[src/verilog/lsuPkg.sv]
package lsuPkg;

    // tag width gives 8 slots, slot 0 reserved for "operand ready"
    localparam int NickW = 3;
    localparam int DataW = 32;

    typedef logic [NickW-1:0] nickT;
    typedef logic [DataW-1:0] dataT;

    typedef enum logic [3:0] {
        NOP = 4'd0,
        LB  = 4'd1,
        LH  = 4'd2,
        LW  = 4'd3,
        LBU = 4'd4,
        LHU = 4'd5,
        SB  = 4'd6,
        SH  = 4'd7,
        SW  = 4'd8
    } memOpT;

    typedef enum logic [1:0] {
        LenOne  = 2'd0,
        LenTwo  = 2'd1,
        LenFour = 2'd2
    } lenT;

    // one load or store from dispatch
    typedef struct packed {
        logic  en;
        memOpT op;
        dataT  imm;
        nickT  rd;
        nickT  rs1Nick;
        dataT  rs1Data;
        nickT  rs2Nick;
        dataT  rs2Data;
    } dispatchT;

    // tag/data broadcast, used for execute and load results
    typedef struct packed {
        logic en;
        nickT nick;
        dataT data;
    } resultT;

    typedef struct packed {
        logic  en;
        logic  isStore;
        nickT  nick;
        memOpT op;
        lenT   len;
        dataT  addr;
        dataT  wdata;
    } memReqT;

    // rdata already extended for loads
    typedef struct packed {
        logic done;
        nickT nick;
        dataT rdata;
    } memRespT;

endpackage

[src/verilog/loadStoreBuffer.sv]
`timescale 1ns/1ps

module loadStoreBuffer (
    input  logic             clk,
    input  logic             rstN,
    input  logic             clr,
    input  lsuPkg::dispatchT dispatch,
    input  lsuPkg::resultT   exResult,
    input  lsuPkg::resultT   loadWake,
    output lsuPkg::resultT   loadResult,
    input  logic             commit,
    input  lsuPkg::nickT     commitNick,
    input  logic             memReady,
    output lsuPkg::memReqT   memReq,
    input  lsuPkg::memRespT  memResp,
    output logic             full
);

    localparam int NSlot = 1 << lsuPkg::NickW;

    logic [NSlot-1:0]   occupied, isStore, issued, committed;
    logic [NSlot-1:0]   rs1Ready, rs2Ready;
    lsuPkg::memOpT      op      [NSlot];
    lsuPkg::dataT       imm     [NSlot];
    lsuPkg::nickT       rs1Nick [NSlot];
    lsuPkg::nickT       rs2Nick [NSlot];
    lsuPkg::dataT       rs1Data [NSlot];
    lsuPkg::dataT       rs2Data [NSlot];

    logic [NSlot-1:0]   wake1, wake2;
    lsuPkg::dataT       wake1Data [NSlot];
    lsuPkg::dataT       wake2Data [NSlot];
    logic               dpRs1Ready, dpRs2Ready;
    lsuPkg::dataT       dpRs1Data, dpRs2Data;

    logic [NSlot-1:0]   storeCand, loadCand;
    logic               storeHit, loadHit, issueValid;
    lsuPkg::nickT       storeIdx, loadIdx, issueIdx;

    // tag 0 never matches, it means the operand came ready
    function automatic logic tagHit(input lsuPkg::resultT bus, input lsuPkg::nickT tag);
        return bus.en && (bus.nick == tag) && (tag != '0);
    endfunction

    function automatic lsuPkg::lenT lenOf(input lsuPkg::memOpT o);
        case (o)
            lsuPkg::LB, lsuPkg::LBU, lsuPkg::SB: return lsuPkg::LenOne;
            lsuPkg::LH, lsuPkg::LHU, lsuPkg::SH: return lsuPkg::LenTwo;
            default:                             return lsuPkg::LenFour;
        endcase
    endfunction

    function automatic logic isStoreOp(input lsuPkg::memOpT o);
        return (o == lsuPkg::SB) || (o == lsuPkg::SH) || (o == lsuPkg::SW);
    endfunction

    // wakeup from both broadcasts in the same cycle
    always_comb begin
        for (int i = 0; i < NSlot; i++) begin
            wake1[i] = occupied[i] && !rs1Ready[i] &&
                       (tagHit(exResult, rs1Nick[i]) || tagHit(loadWake, rs1Nick[i]));
            wake2[i] = occupied[i] && !rs2Ready[i] &&
                       (tagHit(exResult, rs2Nick[i]) || tagHit(loadWake, rs2Nick[i]));
            wake1Data[i] = tagHit(exResult, rs1Nick[i]) ? exResult.data : loadWake.data;
            wake2Data[i] = tagHit(exResult, rs2Nick[i]) ? exResult.data : loadWake.data;
        end
    end

    // operands may also be woken by a broadcast in the dispatch cycle
    always_comb begin
        dpRs1Ready = (dispatch.rs1Nick == '0) || tagHit(exResult, dispatch.rs1Nick) ||
                     tagHit(loadWake, dispatch.rs1Nick);
        dpRs2Ready = (dispatch.rs2Nick == '0) || tagHit(exResult, dispatch.rs2Nick) ||
                     tagHit(loadWake, dispatch.rs2Nick);
        if (tagHit(exResult, dispatch.rs1Nick)) begin
            dpRs1Data = exResult.data;
        end else if (tagHit(loadWake, dispatch.rs1Nick)) begin
            dpRs1Data = loadWake.data;
        end else begin
            dpRs1Data = dispatch.rs1Data;
        end
        if (tagHit(exResult, dispatch.rs2Nick)) begin
            dpRs2Data = exResult.data;
        end else if (tagHit(loadWake, dispatch.rs2Nick)) begin
            dpRs2Data = loadWake.data;
        end else begin
            dpRs2Data = dispatch.rs2Data;
        end
    end

    // committed store first, else lowest ready load
    always_comb begin
        storeCand = '0;
        loadCand  = '0;
        storeHit  = 1'b0;
        loadHit   = 1'b0;
        storeIdx  = '0;
        loadIdx   = '0;
        for (int i = NSlot - 1; i > 0; i--) begin
            storeCand[i] = occupied[i] && isStore[i] && committed[i] && !issued[i] &&
                           rs1Ready[i] && rs2Ready[i];
            loadCand[i]  = occupied[i] && !isStore[i] && !issued[i] && rs1Ready[i];
            if (storeCand[i]) begin
                storeHit = 1'b1;
                storeIdx = lsuPkg::nickT'(i);
            end
            if (loadCand[i]) begin
                loadHit = 1'b1;
                loadIdx = lsuPkg::nickT'(i);
            end
        end
        issueIdx   = storeHit ? storeIdx : loadIdx;
        // skip the cycle a request is on the bus, the memory drops ready after it
        issueValid = memReady && !memReq.en && (storeHit || loadHit);
    end

    always_ff @(posedge clk or negedge rstN) begin
        if (!rstN) begin
            occupied  <= '0;
            issued    <= '0;
            committed <= '0;
            rs1Ready  <= '0;
            rs2Ready  <= '0;
        end else if (clr) begin
            occupied  <= '0;
            issued    <= '0;
            committed <= '0;
            rs1Ready  <= '0;
            rs2Ready  <= '0;
        end else begin
            rs1Ready <= rs1Ready | wake1;
            rs2Ready <= rs2Ready | wake2;
            if (commit) begin
                committed[commitNick] <= 1'b1;
            end
            if (issueValid) begin
                issued[issueIdx] <= 1'b1;
            end
            if (memResp.done) begin
                occupied[memResp.nick]  <= 1'b0;
                issued[memResp.nick]    <= 1'b0;
                committed[memResp.nick] <= 1'b0;
            end
            if (dispatch.en) begin
                occupied[dispatch.rd]  <= 1'b1;
                issued[dispatch.rd]    <= 1'b0;
                committed[dispatch.rd] <= 1'b0;
                rs1Ready[dispatch.rd]  <= dpRs1Ready;
                rs2Ready[dispatch.rd]  <= dpRs2Ready;
            end
        end
    end

    // entry payload
    always_ff @(posedge clk) begin
        for (int i = 0; i < NSlot; i++) begin
            if (wake1[i]) begin
                rs1Data[i] <= wake1Data[i];
            end
            if (wake2[i]) begin
                rs2Data[i] <= wake2Data[i];
            end
        end
        if (dispatch.en) begin
            op[dispatch.rd]      <= dispatch.op;
            imm[dispatch.rd]     <= dispatch.imm;
            isStore[dispatch.rd] <= isStoreOp(dispatch.op);
            rs1Nick[dispatch.rd] <= dispatch.rs1Nick;
            rs2Nick[dispatch.rd] <= dispatch.rs2Nick;
            rs1Data[dispatch.rd] <= dpRs1Data;
            rs2Data[dispatch.rd] <= dpRs2Data;
        end
    end

    always_ff @(posedge clk or negedge rstN) begin
        if (!rstN) begin
            memReq     <= '0;
            loadResult <= '0;
        end else if (clr) begin
            memReq     <= '0;
            loadResult <= '0;
        end else begin
            memReq.en <= issueValid;
            if (issueValid) begin
                memReq.isStore <= storeHit;
                memReq.nick    <= issueIdx;
                memReq.op      <= op[issueIdx];
                memReq.len     <= lenOf(op[issueIdx]);
                memReq.addr    <= rs1Data[issueIdx] + imm[issueIdx];
                memReq.wdata   <= storeHit ? rs2Data[issueIdx] : '0;
            end
            // stores complete silently
            loadResult.en <= memResp.done && !isStore[memResp.nick];
            if (memResp.done) begin
                loadResult.nick <= memResp.nick;
                loadResult.data <= memResp.rdata;
            end
        end
    end

    assign full = !clr && (&occupied[NSlot-1:1]);

    assert property (@(posedge clk) disable iff (!rstN || clr)
        dispatch.en |-> (dispatch.rd != '0) && !occupied[dispatch.rd])
        else $error("dispatch into occupied or reserved slot %0d", dispatch.rd);

    // request must meet an idle memory
    assert property (@(posedge clk) disable iff (!rstN || clr)
        memReq.en |-> memReady)
        else $error("memory request while memory busy");

    assert property (@(posedge clk) disable iff (!rstN || clr)
        commit |-> occupied[commitNick] && isStore[commitNick])
        else $error("commit names slot %0d, not a waiting store", commitNick);

endmodule

[config.mk]
export PLATFORM = sky130hd
export DESIGN_NAME = loadStoreBuffer
export DESIGN_NICKNAME = d
export VERILOG_FILES = /design/src/verilog/lsuPkg.sv /design/src/verilog/loadStoreBuffer.sv
export SDC_FILE = /design/constraint.sdc
export NUM_CORES = 2
export LEC_CHECK = 0
export ABC_AREA = 1
export ABC_CLOCK_PERIOD_IN_PS = 4150
export BUFFER_PORTS_ARGS = -buffer_cell sky130_fd_sc_hd__buf_2
export CAP_MARGIN = 30
export CORE_ASPECT_RATIO = 2
export CORE_UTILIZATION = 56
export DETAILED_ROUTE_END_ITERATION = 16
export PLACE_DENSITY = 0.77
export SLEW_MARGIN = 15
export SYNTH_ARGS = -nofsm -noshare
export SYNTH_HDL_FRONTEND = slang
export SYNTH_SLANG_ARGS = --single-unit
[constraint.sdc]
create_clock -name clk -period 4.15 [get_ports clk]
set_input_delay 0.83 -clock clk [delete_from_list [all_inputs] [get_ports clk]]
set_output_delay 0.83 -clock clk [all_outputs]
set_load 0.03 [all_outputs]
### Word-level counts from Yosys, hierarchy flattened

Memories as Yosys holds them, arrays and structs flattened.
Cells that the tools add are included.

| operators by class | value |
|---|---|
| bitwise operators | 12 |
| add/subtract/negate cells | 1 |
| equality and inequality tests | 45 |
| reductions and logical operators | 249 |
| mux-type cells | 122 |
| order comparisons | 8 |

Operators with widths:

| operator | number |
|---|---|
| 2-to-1 mux 32 bit | 21 |
| logical AND 1 bit | 168 |
| 2-to-1 mux 8 bit | 20 |
| equality test 3 bit | 36 |
| 2-to-1 mux 75 bit | 1 |
| 2-to-1 mux 74 bit | 1 |
| nonzero test 3 bit | 18 |
| 2-to-1 mux 1 bit | 53 |
| 2-to-1 mux 3 bit | 15 |
| bitwise AND 8 bit | 5 |
| OR 8 bit | 5 |
| 2-to-1 mux 36 bit | 1 |
| 2-to-1 mux 35 bit | 1 |
| zero test 1 bit | 33 |
| adder 32 bit | 1 |
| bitwise mux 8 bit | 3 |
| equality test 4 x 3 -> 1 bit (second input constant) | 6 |
| logical OR 1 bit | 23 |
| less-than comparator 3 x 4 -> 1 bit (second input constant) | 4 |
| NOT 8 bit | 2 |
| demux 1 bit (select 3 bit) | 4 |
| >= comparator 3 x 1 -> 1 bit (second input constant) | 4 |
| AND reduction 7 bit | 1 |
| zero test 3 bit | 2 |
| 7 further kinds | 9 |

| storage, ports and cells | value |
|---|---|
| output and inout bits | 112 |
| input port bits | 226 |
| memories | 6 |
| bits in registers | 159 |
| word-level logic and storage cells | 459 |
| RAM bits | 848 |

Memory list:

| name | depth | bits a word | read ports | clocked after Yosys merged registers in | write ports | line | source |
|---|---|---|---|---|---|---|---|
| imm | 8 | 32 | 1 | 0 | 1 | loadStoreBuffer.sv:24 | `lsuPkg::dataT imm [NSlot];` |
| rs1Data | 8 | 32 | 1 | 0 | 9 | loadStoreBuffer.sv:27 | `lsuPkg::dataT rs1Data [NSlot];` |
| rs2Data | 8 | 32 | 1 | 0 | 9 | loadStoreBuffer.sv:28 | `lsuPkg::dataT rs2Data [NSlot];` |
| op | 8 | 4 | 1 | 0 | 1 | loadStoreBuffer.sv:23 | `lsuPkg::memOpT op [NSlot];` |
| rs1Nick | 8 | 3 | 8 | 0 | 1 | loadStoreBuffer.sv:25 | `lsuPkg::nickT rs1Nick [NSlot];` |
| rs2Nick | 8 | 3 | 8 | 0 | 1 | loadStoreBuffer.sv:26 | `lsuPkg::nickT rs2Nick [NSlot];` |

### Longest topological paths before layout

| depth | value |
|---|---|
| depth in word-level cells | 26 |
| mapped depth | 31 |
| mapped depth without buffers | 30 |

### Least setup slack after synthesis

Ideal clock, no wire load.

| timing path | value |
|---|---|
| kind | input to register |
| from | input port exResult[32] in the netlist's numbering |
| to | memory rs1Data[7][0] in the netlist's numbering (enable) |
| arrival time | 4106 ps |
| path buffers | 2 |
| required time | 3682 ps |
| library setup time | 468 ps |
| cell stages on the path | 8 |
| slack | -424 ps |
| cell sequence | clkbuf_1 -> clkbuf_1 -> o22ai_1 -> a21oi_1 -> o2111ai_1 -> o21ai_0 -> nand2_1 -> o21ai_0 |

RTL lines:

| item | line | source |
|---|---|---|
| from (decl) | loadStoreBuffer.sv:8 | `input lsuPkg::resultT exResult,` |
| to (decl) | loadStoreBuffer.sv:27 |  |

### Worst setup path after layout

| timing path | value |
|---|---|
| from | register rs1Ready[4] |
| to | register memReq[55] in the netlist's numbering |

| on the way | value |
|---|---|
| cells in the longest elaborated chain, start to end | 11 |

RTL lines:

| item | line | source |
|---|---|---|
| from (decl) | loadStoreBuffer.sv:22 | `logic [NSlot-1:0] rs1Ready, rs2Ready;` |
| from (signal assigned) | loadStoreBuffer.sv:131 | `rs1Ready <= rs1Ready \| wake1;` |
| from (signal, indexed assignment) | loadStoreBuffer.sv:148 | `rs1Ready[dispatch.rd] <= dpRs1Ready;` |
| logical AND 1 bit | loadStoreBuffer.sv:100 | `storeCand[i] = occupied[i] && isStore[i] && committed[i] && !issued[i] &&` |
| logical AND 1 bit | loadStoreBuffer.sv:101 | `rs1Ready[i] && rs2Ready[i];` |
| 2-to-1 mux 3 bit / 2-to-1 mux 1 bit (equally long branches) (4 in series) | loadStoreBuffer.sv:103 | `if (storeCand[i]) begin` |
| 2-to-1 mux 3 bit | loadStoreBuffer.sv:112 | `issueIdx = storeHit ? storeIdx : loadIdx;` |
| memory read (8 x 32 bit), on equally long branches | n/a |  |
| adder 32 bit | loadStoreBuffer.sv:189 | `memReq.addr <= rs1Data[issueIdx] + imm[issueIdx];` |
| 2-to-1 mux 74 bit | loadStoreBuffer.sv:184 | `if (issueValid) begin` |
| 2-to-1 mux 75 bit | loadStoreBuffer.sv:179 | `end else if (clr) begin` |
| to (decl) | loadStoreBuffer.sv:14 | `output lsuPkg::memReqT memReq,` |

Several ways; a longest one is shown, not always the timed one. The select of a mux whose other input is x is not followed.
A chain may end at the register's enable or synchronous reset.

==> qor.yml <==
run_status:
  status: "finished, violations left"
  violations: "negative setup slack"
global_routing:
  grt_pass1_wl_um: 278000
  antenna_found_initial: 7
  first_global_vias: 46934
  grt-ovfl-total: 0
  track_usage: 0.389
  grt_max_degree: 104
cts:
  tritoncts: "yes"
  cts-root-buf: "clkbuf_16"
  cts.sinks: 1005
  h-tree-depth: 3
  cts.path.max_buffers: 3
  cts_made_buffers: 86
  clock_latency_ns: 0.73
  clkSlewWorstSetupHoldPaths_ns: 0.08
timing:
  finalSetupViolCount: 5
  worst_slew_pin_slew_ns: 0.969
  drv_slew: 0
  rsz0062_at_grt: "yes"
  fin_ws_ns: -0.0850
  max_freq_mhz: 236
  fin_crit_ns: 4.23
  clock_skew_ns: 0.0296
  whs_ns: 0.0827
  maxSlewHeadroom: 0.347
  hold_violations: 0
  fin_crit_sh: 1.02
critical_path:
  timing.rr.start: "rs1Ready[4]"
  worst_setup_path_end_kind: "flop"
  critPathKind: "reg2reg"
  arrival_ns: 4.84
  reg2reg_to: "memReq[55]"
  cp-start-kind: "flop"
  path_max_fanout: 21
  r2r_cells: 24
  regToRegSetupSlack_ns: -0.08
  required_ns: 4.75
floorplan:
  io-pin-count: 338
  coreArea_um2: 92900
  std_cell_rows: 158
  die_area_um2: 95300
  die_w_um: 219
  start_util: 0.566
  die_h_um: 436
synthesis:
  synth_compound_area_frac: 0.208
  synth_common_cells: "1,229 x nand2_1, 856 x edfxtp_1, 747 x o21ai_0, 591 x o211ai_1, 363 x clkbuf_1"
  ys_seq_area_frac: 0.559
  synth_top_family_by_area: "compound AO/OA/AOI/OAI gates"
  synth-adder-area-share: 0.00775
  synth-simple-area-share: 0.154
  yosys_most_used_dff: "edfxtp_1"
  ys_ff_latch: 1005
  synth_mux_area_frac: 0
  syn_nets: 5821
  yosysTopAreaCell: "edfxtp_1"
  ys_top_cells_by_area: "edfxtp_1 49%, nand2_1 8.8%, o211ai_1 8.4%"
  netlist_instances: 5563
  synth-async-reset-ratio: 0.148
  ys_types: 55
  netlist_area_um2: 52600
  yosysTopAreaCellShare: 0.488
  synth_xor_area_frac: 0.00949
  synth-edff-count: 856
  synth_warnings: 0
  syn_area_per_cell_um2: 9.46
  synth_most_common_cell: "nand2_1"
finish:
  nNetsFinal: 6206
  area_growth_pct: 19.6
  fillers: 6945
  final_cell_area_um2: 62900
  seqCellArea_um2: 29400
  multi_input_area_um2: 21400
  layout-drive-gt1-share: 0.204
placed_design:
  detailed_place.area_um2: 57900
  place_congestion: 0.959
  dp_worst_setup_slack_ns: -0.229
  dp_hpwl_um: 119000
  portBuffers: 337
detailed_routing:
  vias: 49096
  routed-wl-met2_um: 90500
  drc_errors: 0
  wire_per_inst_um: 26.6
  wl_met3_um: 23900
  drt-initial-drc-count: 6795
  wl_met1_um: 61300
  wl_um: 192000
  ant_nets: 0
  routed_via_density: 6.80
  dr.pass1.iters: 9
  top_layer: "met5"
power:
  ir_drop_v: 0.000300
  powerDensity_nw_per_um2: 361
  p_leak_nw: 24.8
run:
  cap_viol_max_count: 0
worst_hold_path:
  min_path_type: "in2async"
-- through the flow --
stage	TNS, ns	power [W]	instances	util
floorplan	0	0.0131	5563	-
CTS	-0.0184	0.0225	7171	0.659
global route	-2.54	0.0232	7218	0.677
detailed placement	-2.54	0.0141	7008	0.623
global placement	-1.17	0.0140	7008	0.623
finish	-0.184	0.0227	7221	0.677
-- report_power, final --
group	internal (W)	total (W)	switching, W
clock	0.00473	0.00861	0.00389
combinational	0.000897	0.00270	0.00180
sequential	0.0113	0.0114	0.0000980
total	0.0170	0.0227	0.00579
-- critical path, stage by stage, from the launching register on --
cell and delay, ns:
dfrtp_1 0.39, nand2_2 0.13, nor3_4 0.05, nor2_2 0.18, nand3_1 0.13, nand2_2 0.12
nand2_1 0.10, nand2_4 0.13, buf_6 0.23, buf_12 0.20, buf_4 0.16, nor3_1 0.05
nor4_1 0.33, o21ai_0 0.18, nand2_2 0.16, ha_4 0.17, nand2_2 0.08, nor2_4 0.12
inv_1 0.05, o211ai_1 0.50, nand2_1 0.22, o21ai_2 0.21, nand2_1 0.07, nand2_1 0.06
o21ai_0 0.07
-- worst max path at each step --
stage                             to   startpoint  slack (ns)  cells after the start
after floorplan           memReq[56]  occupied[5]        0.18                     30
after global placement    memReq[56]    issued[6]       -0.13                     29
after detailed placement  memReq[50]  occupied[6]       -0.23                     26
after CTS                 memReq[51]    issued[4]       -0.01                     25
after global routing      memReq[46]   isStore[2]       -0.25                     28
final                     memReq[55]  rs1Ready[4]       -0.08                     24
-- cell usage in the layout, fill, tap and decap left out, types with 17 or more instances in the layout --
| master | instances |
|---|---|
| dfrtp_1 | 149 |
| inv_2 | 17 |
| buf_6 | 21 |
| o211ai_1 | 591 |
| buf_2 | 337 |
| nand2_2 | 48 |
| nand3_1 | 200 |
| o221ai_1 | 43 |
| a221oi_1 | 18 |
| clkbuf_16 | 98 |
| nand2_4 | 19 |
| a21oi_2 | 20 |
| o22ai_1 | 31 |
| clkinv_1 | 44 |
| o21ai_2 | 18 |
| nor3_1 | 221 |
| nand2_1 | 1171 |
| xor2_1 | 40 |
| buf_4 | 371 |
| nor3_2 | 19 |
| inv_1 | 196 |
| a21oi_1 | 126 |
| o21ai_0 | 710 |
| o21ai_1 | 72 |
| buf_12 | 74 |
| nor2_1 | 142 |
| nand4_1 | 22 |
| edfxtp_1 | 856 |
| a211oi_1 | 28 |
-- cell type report --
| cell class | count | area share |
|---|---|---|
| flip-flops and latches | 1005 | 0.468 |
| multi-input cells | 3779 | 0.340 |
| clock buffers | 113 | 0.0388 |
| clock inverters | 44 | 0.00776 |
| repair buffers | 826 | 0.107 |
| well taps | 1200 | 0.0239 |
| inverters | 250 | 0.0151 |
| diodes | 4 | 0.000159 |
-- cell families (layout without fill, tap and decap cells) --
kind of cell	Yosys count	after routing
buf+inv	779	1233
compound gates	1762	1762
other cells	0	4
flops	1005	1005
xor+xnor	57	57
simple gates	1928	1928
fa+ha+maj	32	32
-- repair_timing --
item                       in CTS  in global routing
pin swaps                      10                 83
gates resized for setup        53                254
setup endpoints to repair      22                 24
hold buffers                    0                  0
hold endpoints to repair        0                  0
setup buffers                   4                 38
gates cloned                    2                  9
-- registers in the layout, indices dropped and copies added (netlist names) --
register and flops:
occupied 8, rs1Nick 24, op 32, rs1Ready 8, rs2Data 256, memReq 75
isStore 8, rs1Data 256, committed 7, rs2Nick 24, loadResult 36, imm 256
rs2Ready 8, issued 7
-- routing by layer --
| layer | up-vias | track usage |
|---|---|---|
| li1 | 21072 | - |
| met1 | 23011 | 0.454 |
| met2 | 3929 | 0.629 |
| met3 | 1072 | 0.0802 |
| met4 | 12 | 0.287 |
| met5 | - | 0 |
Power figures use the tool's default switching activity.
